### config.mk
export PLATFORM = sky130hd
export DESIGN_NAME = kernel_cu_top
export DESIGN_NICKNAME = d
export VERILOG_FILES = /design/src/hdl/cu_params_pkg.sv /design/src/hdl/cu_types_pkg.sv /design/src/hdl/cu_control_fsm.sv /design/src/hdl/kernel_cu_top.sv /design/src/hdl/memory_request_issuer.sv /design/src/hdl/request_counter.sv /design/src/hdl/response_collector.sv
export SDC_FILE = /design/constraint.sdc
export NUM_CORES = 1
export LEC_CHECK = 0
export ABC_AREA = 1
export BUFFER_PORTS_ARGS = -buffer_cell sky130_fd_sc_hd__buf_2
export CAP_MARGIN = 40
export CORE_ASPECT_RATIO = 1.4
export CORE_UTILIZATION = 59
export DETAILED_ROUTE_END_ITERATION = 10
export PLACE_DENSITY = 0.9
export SLEW_MARGIN = 20
export SYNTH_ARGS = -nofsm -noshare
export SYNTH_HDL_FRONTEND = slang
export SYNTH_SLANG_ARGS = --single-unit
### constraint.sdc
create_clock -name ap_clk -period 4.1 [get_ports ap_clk]
set_input_delay 0.615 -clock ap_clk [delete_from_list [all_inputs] [get_ports ap_clk]]
set_output_delay 0.615 -clock ap_clk [all_outputs]
set_load 0.03 [all_outputs]
### src/hdl/cu_params_pkg.sv
// ------------------------------
// Numeric constants for the graph CU front end
// Widths, job layout, tag kind codes and address stride
// Used by scoped name from the type package and the RTL
// ------------------------------
package cu_params_pkg;

  // ------------------------------
  // Bus widths
  // ------------------------------
  // Byte address into graph memory
  localparam int addr_width = 32;
  // One memory word
  localparam int data_width = 32;
  // Vertex index and vertex count
  localparam int count_width = 16;
  // Job tag carried by the descriptor
  localparam int job_id_width = 8;

  // ------------------------------
  // Job layout
  // ------------------------------
  // Record word then initial sum word
  localparam logic [count_width-1:0] config_words = 2;
  // Byte stride between request addresses
  localparam logic [addr_width-1:0] word_bytes = 4;

  // ------------------------------
  // Response tag
  // ------------------------------
  // Kind bit that steers a response in the collector
  localparam logic tag_kind_config = 1'b0;
  localparam logic tag_kind_vertex = 1'b1;
  // Kind bit on top of the request index
  localparam int tag_width = 1 + count_width;

endpackage : cu_params_pkg

### src/hdl/cu_types_pkg.sv
// ------------------------------
// Structured types for the graph CU front end
// Descriptor, memory request and response, config decode
// Widths come from the params package
// ------------------------------
package cu_types_pkg;

  // Job descriptor as it arrives at the top
  typedef struct packed {
    logic [cu_params_pkg::addr_width-1:0]   base_addr;
    logic [cu_params_pkg::job_id_width-1:0] job_id;
  } descriptor_t;

  // Tag sent with a request and returned with its response
  typedef struct packed {
    logic                                  kind;
    logic [cu_params_pkg::tag_width-2:0]   index;
  } mem_tag_t;

  // One read request
  typedef struct packed {
    logic [cu_params_pkg::addr_width-1:0] addr;
    mem_tag_t                             tag;
  } mem_req_t;

  // One read response
  typedef struct packed {
    logic [cu_params_pkg::data_width-1:0] data;
    mem_tag_t                             tag;
  } mem_resp_t;

  // Config word 0 layout
  // Start index in the upper half
  typedef struct packed {
    logic [cu_params_pkg::count_width-1:0] vertex_start;
    logic [cu_params_pkg::count_width-1:0] vertex_count;
  } config_record_t;

  // Two views of one config word
  // Word 0 read as record, word 1 as raw sum
  typedef union packed {
    logic [cu_params_pkg::data_width-1:0] raw;
    config_record_t                       record;
  } config_word_u;

  // Job phase, also the FSM state
  typedef enum logic [1:0] {
    phase_idle,
    phase_setup,
    phase_run,
    phase_finish
  } cu_phase_t;

endpackage : cu_types_pkg

### src/hdl/cu_control_fsm.sv
// ------------------------------
// Job state machine of the graph CU
// Walks idle, setup, run and finish for each descriptor
// Pulses phase_start into setup and run, done_out at the end
// ------------------------------
`timescale 1ns/1ns

module cu_control_fsm (
  input  logic                                  ap_clk,
  input  logic                                  areset_control,
  input  logic                                  descriptor_valid_reg,
  input  logic                                  all_issued,
  input  logic                                  all_returned,
  input  logic [cu_params_pkg::count_width-1:0] vertex_count,
  output cu_types_pkg::cu_phase_t               phase,
  output logic                                  phase_start,
  output logic                                  busy,
  output logic                                  done_out
);

  cu_types_pkg::cu_phase_t phase_next;
  // Current phase fully drained
  logic                    phase_complete;

  assign phase_complete = all_issued & all_returned;

  // ------------------------------
  // Next phase
  // ------------------------------
  always_comb begin
    phase_next  = phase;
    phase_start = 1'b0;
    unique case (phase)
      cu_types_pkg::phase_idle: begin
        // Registered descriptor starts a job
        if (descriptor_valid_reg) begin
          phase_next  = cu_types_pkg::phase_setup;
          phase_start = 1'b1;
        end
      end
      cu_types_pkg::phase_setup: begin
        if (phase_complete) begin
          // Empty vertex range skips the run phase
          if (vertex_count == '0) begin
            phase_next = cu_types_pkg::phase_finish;
          end else begin
            phase_next  = cu_types_pkg::phase_run;
            phase_start = 1'b1;
          end
        end
      end
      cu_types_pkg::phase_run: begin
        if (phase_complete) begin
          phase_next = cu_types_pkg::phase_finish;
        end
      end
      default: begin
        // Finish lasts one cycle
        phase_next = cu_types_pkg::phase_idle;
      end
    endcase
  end

  // ------------------------------
  // State and done pulse
  // ------------------------------
  always_ff @(posedge ap_clk) begin
    if (areset_control) begin
      phase    <= cu_types_pkg::phase_idle;
      done_out <= 1'b0;
    end else begin
      phase    <= phase_next;
      // Done lines up with the return to idle
      done_out <= (phase == cu_types_pkg::phase_finish);
    end
  end

  // Busy drops together with done_out
  assign busy = (phase != cu_types_pkg::phase_idle);

endmodule : cu_control_fsm

### src/hdl/kernel_cu_top.sv
// ------------------------------
// Top level of the graph CU front end
// Registers the descriptor and ties FSM, counter, issuer
// and collector to the memory request and response ports
// ------------------------------
`timescale 1ns/1ns

module kernel_cu_top (
  input  logic                                 ap_clk,
  input  logic                                 areset_control,
  input  logic                                 descriptor_valid,
  input  cu_types_pkg::descriptor_t            descriptor,
  input  logic                                 mem_stall,
  output logic                                 mem_req_valid,
  output cu_types_pkg::mem_req_t               mem_req,
  input  logic                                 mem_resp_valid,
  input  cu_types_pkg::mem_resp_t              mem_resp,
  output logic                                 busy,
  output logic                                 done_out,
  output logic [cu_params_pkg::data_width-1:0] result_sum
);

  logic                                  descriptor_valid_reg;
  cu_types_pkg::descriptor_t             descriptor_reg;
  logic                                  descriptor_accept;
  cu_types_pkg::cu_phase_t               phase;
  logic                                  phase_start;
  logic                                  all_issued;
  logic                                  all_returned;
  logic [cu_params_pkg::count_width-1:0] issue_index;
  logic                                  req_fire;
  logic                                  resp_fire;
  logic [cu_params_pkg::count_width-1:0] vertex_start;
  logic [cu_params_pkg::count_width-1:0] vertex_count;

  // ------------------------------
  // Descriptor register
  // ------------------------------
  // Only while idle and no job already pending
  assign descriptor_accept = descriptor_valid & ~busy & ~descriptor_valid_reg;

  always_ff @(posedge ap_clk) begin
    if (areset_control) begin
      descriptor_valid_reg <= 1'b0;
    end else begin
      descriptor_valid_reg <= descriptor_accept;
    end
  end

  // Payload kept for the whole job
  always_ff @(posedge ap_clk) begin
    if (descriptor_accept) begin
      descriptor_reg <= descriptor;
    end
  end

  // ------------------------------
  // Control and counting
  // ------------------------------
  cu_control_fsm i_fsm (
    .ap_clk               (ap_clk),
    .areset_control       (areset_control),
    .descriptor_valid_reg (descriptor_valid_reg),
    .all_issued           (all_issued),
    .all_returned         (all_returned),
    .vertex_count         (vertex_count),
    .phase                (phase),
    .phase_start          (phase_start),
    .busy                 (busy),
    .done_out             (done_out)
  );

  request_counter i_counter (
    .ap_clk         (ap_clk),
    .areset_control (areset_control),
    .phase          (phase),
    .phase_start    (phase_start),
    .req_fire       (req_fire),
    .resp_fire      (resp_fire),
    .vertex_count   (vertex_count),
    .issue_index    (issue_index),
    .all_issued     (all_issued),
    .all_returned   (all_returned)
  );

  // ------------------------------
  // Memory side
  // ------------------------------
  memory_request_issuer i_issuer (
    .ap_clk         (ap_clk),
    .areset_control (areset_control),
    .phase          (phase),
    .base_addr      (descriptor_reg.base_addr),
    .vertex_start   (vertex_start),
    .issue_index    (issue_index),
    .all_issued     (all_issued),
    .mem_stall      (mem_stall),
    .mem_req_valid  (mem_req_valid),
    .mem_req        (mem_req),
    .req_fire       (req_fire)
  );

  response_collector i_collector (
    .ap_clk         (ap_clk),
    .areset_control (areset_control),
    .phase_start    (phase_start),
    .phase          (phase),
    .mem_resp_valid (mem_resp_valid),
    .mem_resp       (mem_resp),
    .resp_fire      (resp_fire),
    .vertex_start   (vertex_start),
    .vertex_count   (vertex_count),
    .result_sum     (result_sum)
  );

endmodule : kernel_cu_top

### src/hdl/memory_request_issuer.sv
// ------------------------------
// Read request issuer of the graph CU
// Forms address and tag by phase, one request per cycle
// Holds a registered request while mem_stall is high
// ------------------------------
`timescale 1ns/1ns

module memory_request_issuer (
  input  logic                                  ap_clk,
  input  logic                                  areset_control,
  input  cu_types_pkg::cu_phase_t               phase,
  input  logic [cu_params_pkg::addr_width-1:0]  base_addr,
  input  logic [cu_params_pkg::count_width-1:0] vertex_start,
  input  logic [cu_params_pkg::count_width-1:0] issue_index,
  input  logic                                  all_issued,
  input  logic                                  mem_stall,
  output logic                                  mem_req_valid,
  output cu_types_pkg::mem_req_t                mem_req,
  output logic                                  req_fire
);

  localparam int pad_width = cu_params_pkg::addr_width - cu_params_pkg::count_width;

  logic                                 phase_active;
  logic                                 in_run;
  // Word offset from the base address
  logic [cu_params_pkg::addr_width-1:0] word_index;
  // Registered request not yet taken by memory
  logic                                 req_held;

  assign in_run       = (phase == cu_types_pkg::phase_run);
  assign phase_active = in_run || (phase == cu_types_pkg::phase_setup);

  // Config words sit at the base, vertex words after vertex_start
  always_comb begin
    word_index = {{pad_width{1'b0}}, issue_index};
    if (in_run) begin
      word_index = word_index + {{pad_width{1'b0}}, vertex_start};
    end
  end

  // Decision cycle, counted at the next edge
  assign req_fire = phase_active & ~all_issued & ~mem_stall;

  // ------------------------------
  // Request register
  // ------------------------------
  always_ff @(posedge ap_clk) begin
    if (areset_control) begin
      req_held <= 1'b0;
    end else begin
      // Keep the request across a stall
      req_held <= req_fire | (req_held & mem_stall);
    end
  end

  always_ff @(posedge ap_clk) begin
    if (req_fire) begin
      mem_req.addr      <= base_addr + word_index * cu_params_pkg::word_bytes;
      mem_req.tag.kind  <= in_run ? cu_params_pkg::tag_kind_vertex
                                  : cu_params_pkg::tag_kind_config;
      mem_req.tag.index <= issue_index;
    end
  end

  // Strobe only in cycles without stall
  assign mem_req_valid = req_held & ~mem_stall;

endmodule : memory_request_issuer

### src/hdl/request_counter.sv
// ------------------------------
// Issue and return counts for the active phase
// Cleared by phase_start, compared against the phase target
// ------------------------------
`timescale 1ns/1ns

module request_counter (
  input  logic                                  ap_clk,
  input  logic                                  areset_control,
  input  cu_types_pkg::cu_phase_t               phase,
  input  logic                                  phase_start,
  input  logic                                  req_fire,
  input  logic                                  resp_fire,
  input  logic [cu_params_pkg::count_width-1:0] vertex_count,
  output logic [cu_params_pkg::count_width-1:0] issue_index,
  output logic                                  all_issued,
  output logic                                  all_returned
);

  logic [cu_params_pkg::count_width-1:0] issued_count;
  logic [cu_params_pkg::count_width-1:0] returned_count;
  // Requests expected in this phase
  logic [cu_params_pkg::count_width-1:0] target;

  // Setup reads the config block, run one word per vertex
  always_comb begin
    unique case (phase)
      cu_types_pkg::phase_setup: target = cu_params_pkg::config_words;
      cu_types_pkg::phase_run:   target = vertex_count;
      default:                   target = '0;
    endcase
  end

  always_ff @(posedge ap_clk) begin
    if (areset_control || phase_start) begin
      issued_count   <= '0;
      returned_count <= '0;
    end else begin
      if (req_fire) begin
        issued_count <= issued_count + 1'b1;
      end
      if (resp_fire) begin
        returned_count <= returned_count + 1'b1;
      end
    end
  end

  // Next request takes the issued count as its index
  assign issue_index  = issued_count;
  assign all_issued   = (issued_count == target);
  assign all_returned = (returned_count == target);

endmodule : request_counter

### src/hdl/response_collector.sv
// ------------------------------
// Response collector of the graph CU
// Routes tagged responses to config capture or accumulation
// Publishes the sum when the job reaches finish
// ------------------------------
`timescale 1ns/1ns

module response_collector (
  input  logic                                  ap_clk,
  input  logic                                  areset_control,
  input  logic                                  phase_start,
  input  cu_types_pkg::cu_phase_t               phase,
  input  logic                                  mem_resp_valid,
  input  cu_types_pkg::mem_resp_t               mem_resp,
  output logic                                  resp_fire,
  output logic [cu_params_pkg::count_width-1:0] vertex_start,
  output logic [cu_params_pkg::count_width-1:0] vertex_count,
  output logic [cu_params_pkg::data_width-1:0]  result_sum
);

  // Response word seen as record or raw data
  cu_types_pkg::config_word_u           resp_word;
  // Running sum of the current job
  logic [cu_params_pkg::data_width-1:0] acc;
  logic                                 is_config;
  logic                                 job_start;

  assign resp_word = mem_resp.data;
  assign is_config = (mem_resp.tag.kind == cu_params_pkg::tag_kind_config);
  // Setup entry, phase still idle at the pulse
  assign job_start = phase_start && (phase == cu_types_pkg::phase_idle);

  // ------------------------------
  // Return strobe to the counter
  // ------------------------------
  always_ff @(posedge ap_clk) begin
    if (areset_control) begin
      resp_fire <= 1'b0;
    end else begin
      resp_fire <= mem_resp_valid;
    end
  end

  // ------------------------------
  // Config capture and accumulation
  // ------------------------------
  always_ff @(posedge ap_clk) begin
    if (job_start) begin
      // No stale config carried into a new job
      acc          <= '0;
      vertex_start <= '0;
      vertex_count <= '0;
    end else if (mem_resp_valid) begin
      if (is_config) begin
        if (mem_resp.tag.index == '0) begin
          vertex_start <= resp_word.record.vertex_start;
          vertex_count <= resp_word.record.vertex_count;
        end else begin
          // Word 1 seeds the sum
          acc <= resp_word.raw;
        end
      end else begin
        // Wraps modulo 2^32
        acc <= acc + resp_word.raw;
      end
    end
  end

  // ------------------------------
  // Published result
  // ------------------------------
  always_ff @(posedge ap_clk) begin
    if (areset_control) begin
      result_sum <= '0;
    end else if (phase == cu_types_pkg::phase_finish) begin
      // Same edge as done_out, held until the next job ends
      result_sum <= acc;
    end
  end

endmodule : response_collector

==> out/results.tsv <==
stage	metric	value	unit
clock_network	cts_max_level	1	
routing	routedWlPerCell	15.6	um
die	design.portCount	178	
clock_network	cts_tree	done	
yosys	synth_seq_cells	215	
setup_path	critPathArrivalTime	4.05	ns
setup_path	critical_path.endpoint_type	flop	
setup_path	cp_max_fo	5	
routing	dr.pass1.iters	5	
final_layout	max_ffs_per_register	49	
clock_network	cts-buffers-inserted	22	
sta	period_minus_slack	3.79	ns
sta	worst_slew_pin_slew	0.679	ns
sta	final-max-slew-violation-count	0	
routing	drtIter0Drc	774	
final_layout	area_added_between_synthesis_and_finish	14.9	%
global_routing	grt_pass1_vias	12700	
global_routing	grt_pass1_wl	60.2	mm
yosys	avgSynthCellArea	6.93	sq um
sta	grt_setup_unrepaired	false	
clock_network	clock_tree.root_cell	sky130_fd_sc_hd__clkbuf_16	
die	initial_utilization	0.607	
die	dieArea	23300	sq um
routing	detail-route-antenna-nets	0	
final_layout	final_layout_size_suffix_gt1_frac	0.124	
yosys	yosys_warnings	0	
yosys	seq_area_frac_synth	0.382	
sta	achievable-frequency	0.264	GHz
run_status	status	finished clean	
sta	timing.max_slew.rel_slack	0.547	
clock_network	post-cts-setup-buffers	0	
final_layout	multiInputGateArea	7100	sq um
clock_network	cts.sink_count	215	
power	power	7.58	mW
sta	report.final.setup_viol	0	
global_routing	grt_max_degree	53	
setup_path	cp.required	4.36	ns
place	hpwl_after_detailed_placement	29.4	mm
clock_network	ctsLongestPathBuffers	3	
power	powerDensity	492	nW/um^2
final_layout	final-seq-area	5110	sq um
yosys	syn_area	13400	sq um
clock_network	clk_pin_slew_worst_paths	0.06	ns
final_layout	final_cell_mix	sky130_fd_sc_hd__nand2_1, sky130_fd_sc_hd__nor2_1, sky130_fd_sc_hd__inv_1	
place	globalplace.congestion	0.990	
die	die_width	129	um
clock_network	clock_insertion_delay_at_the_later_pin_of_the_skew_report	0.53	ns
global_routing	grt_remaining_overflow	0	
power	ir_drop	440	uV
yosys	postSynthNetCount	2102	
die	rows	64	
setup_path	start_kind	flop	
routing	dr_total_vias	13100	
final_layout	fillers	1922	
min_path	min_path_type	in -> reg	
yosys	synthesis.instances	1934	
setup_path	criticalPathCategory	reg -> reg	
routing	drt_wl_total	37.8	mm
power	leakagePower	7.53	nW
final_layout	fin_nets	2269	
clock_network	postCtsResizedCells	0	
sta	hold_viol	0	
final_layout	most_frequent_standard_cell_in_the_layout_excluding_fill_and_tap_cells	sky130_fd_sc_hd__nand2_1	
global_routing	antenna_found_initial	2	
routing	drc	0	
die	fp.coreArea	22100	sq um
final_layout	regMostFlops	i_issuer.mem_req	
routing	routed_via_density	5.43	
yosys	yosysUniqueCellTypes	38	
global_routing	globalRouteTotalUtil	0.326	
place	port_buffers	169	
sta	fin_skew	0.0318	ns
clock_network	cts_hold_repair.buffers	0	
sta	layout_worst_path_cycle_share	0.925	
sta	tns	0	ns
die	die_height	180	um
run	count_of_max_cap_constraint_violations	0	
[worst max-delay path, stage by stage (launching register included)]
cell	delay (ns)
sky130_fd_sc_hd__dfxtp_1	0.36
sky130_fd_sc_hd__ha_1	0.18
sky130_fd_sc_hd__inv_1	0.06
sky130_fd_sc_hd__fa_1	0.35
sky130_fd_sc_hd__inv_1	0.14
sky130_fd_sc_hd__nand3_1	0.09
sky130_fd_sc_hd__nand2_1	0.13
sky130_fd_sc_hd__nand3_1	0.09
sky130_fd_sc_hd__nand4_1	0.14
sky130_fd_sc_hd__nand2_1	0.07
sky130_fd_sc_hd__nand2_1	0.09
sky130_fd_sc_hd__nand2_1	0.06
sky130_fd_sc_hd__nand2_1	0.06
sky130_fd_sc_hd__o22ai_1	0.06
sky130_fd_sc_hd__ha_1	0.37
sky130_fd_sc_hd__nand2_1	0.12
sky130_fd_sc_hd__nor2_1	0.14
sky130_fd_sc_hd__and2_1	0.18
sky130_fd_sc_hd__nand3_1	0.08
sky130_fd_sc_hd__o211ai_1	0.44
sky130_fd_sc_hd__nand2_1	0.15
sky130_fd_sc_hd__xor2_1	0.17
[worst paths after layout]
path	from	end	slack (ns)	depth (start not counted)
worst max-delay path	i_collector.vertex_start[0]$_SDFFE_PP0P_	i_issuer.mem_req[42]$_DFFE_PP_	0.31	21
worst min-delay path	descriptor[8]	descriptor_reg[8]$_DFFE_PP_	0.27	1
worst max register to register	i_collector.vertex_start[0]$_SDFFE_PP0P_	i_issuer.mem_req[42]$_DFFE_PP_	0.31	21
worst min register to register	descriptor_reg[9]$_DFFE_PP_	i_issuer.mem_req[18]$_DFFE_PP_	0.42	0
[cells in the mapped netlist, drive strengths merged]
cell / number / area [sq um]
a21o: 3 / 22.5
a21oi: 142 / 759
a22oi: 7 / 52.6
a31o: 1 / 8.76
a31oi: 3 / 18.8
and2: 1 / 6.26
buf: 21 / 148
clkbuf: 38 / 143
dfxtp: 134 / 2680
edfxtp: 81 / 2430
fa: 3 / 60.1
ha: 71 / 888
inv: 242 / 908
nand2: 576 / 2160
nand3: 107 / 541
nand3b: 5 / 37.5
nand4: 50 / 313
nor2: 261 / 982
nor3: 19 / 95.1
nor4: 2 / 12.5
o211ai: 5 / 37.5
o21a: 3 / 22.5
o21ai: 79 / 395
o21bai: 5 / 37.5
o22ai: 3 / 18.8
o31ai: 1 / 7.51
or2: 4 / 25.0
xnor2: 20 / 175
xor2: 47 / 412
[layout make-up]
type / count / area share
Clock inverter: 16 / 0.0112
Inverter: 242 / 0.0590
Multi-Input combinational cell: 1418 / 0.461
Antenna cell: 2 / 0.000325
Tap cell: 297 / 0.0241
Clock buffer: 24 / 0.0369
Sequential cell: 215 / 0.332
Timing Repair Buffer: 202 / 0.0751
[metal layers]
metal	share of wire	routed length, um	vias to the layer above	global-route usage
met5	0.00026	10	-	0
met4	0.052	1960	2	0.173
met3	0.047	1770	143	0.0377
met2	0.52	19600	447	0.610
met1	0.38	14400	5956	0.348
li1	-	-	6566	-
[power by group]
| part | internal (mW) | switching [mW] | total [mW] |
|---|---|---|---|
| combinational | 0.880 | 1.87 | 2.75 |
| sequential | 2.58 | 0.216 | 2.80 |
| clock | 1.15 | 0.881 | 2.03 |
[stage by stage]
stage | hold WS, ns | cell area [sq um] | cells | setup WS, ns | utilization
3_3_place_gp | 0.407 | 14600 | 2369 | 0.494 | 0.659
4_1_cts | 0.260 | 15400 | 2413 | 0.363 | 0.696
2_1_floorplan | 0.400 | 13400 | 1934 | 0.885 | -
5_1_grt | 0.260 | 15400 | 2415 | 0.0110 | 0.697
3_5_place_dp | 0.405 | 14600 | 2373 | 0.410 | 0.663
6_report | 0.269 | 15400 | 2416 | 0.307 | 0.697
[kinds of logic (layout without fill, tap and decap cells)]
group / after synthesis / after routing / share of synthesized area
AO/OA/AOI/OAI: 252 / 252 / 0.103
buffers and inverters: 301 / 484 / 0.0894
flip-flops: 215 / 215 / 0.382
AND/OR/NAND/NOR: 1025 / 1025 / 0.312
XOR/XNOR: 67 / 67 / 0.0438
other: 0 / 2 / 0
adder cells (fa/ha/maj): 74 / 74 / 0.0707
Power figures use the tool's default switching activity.
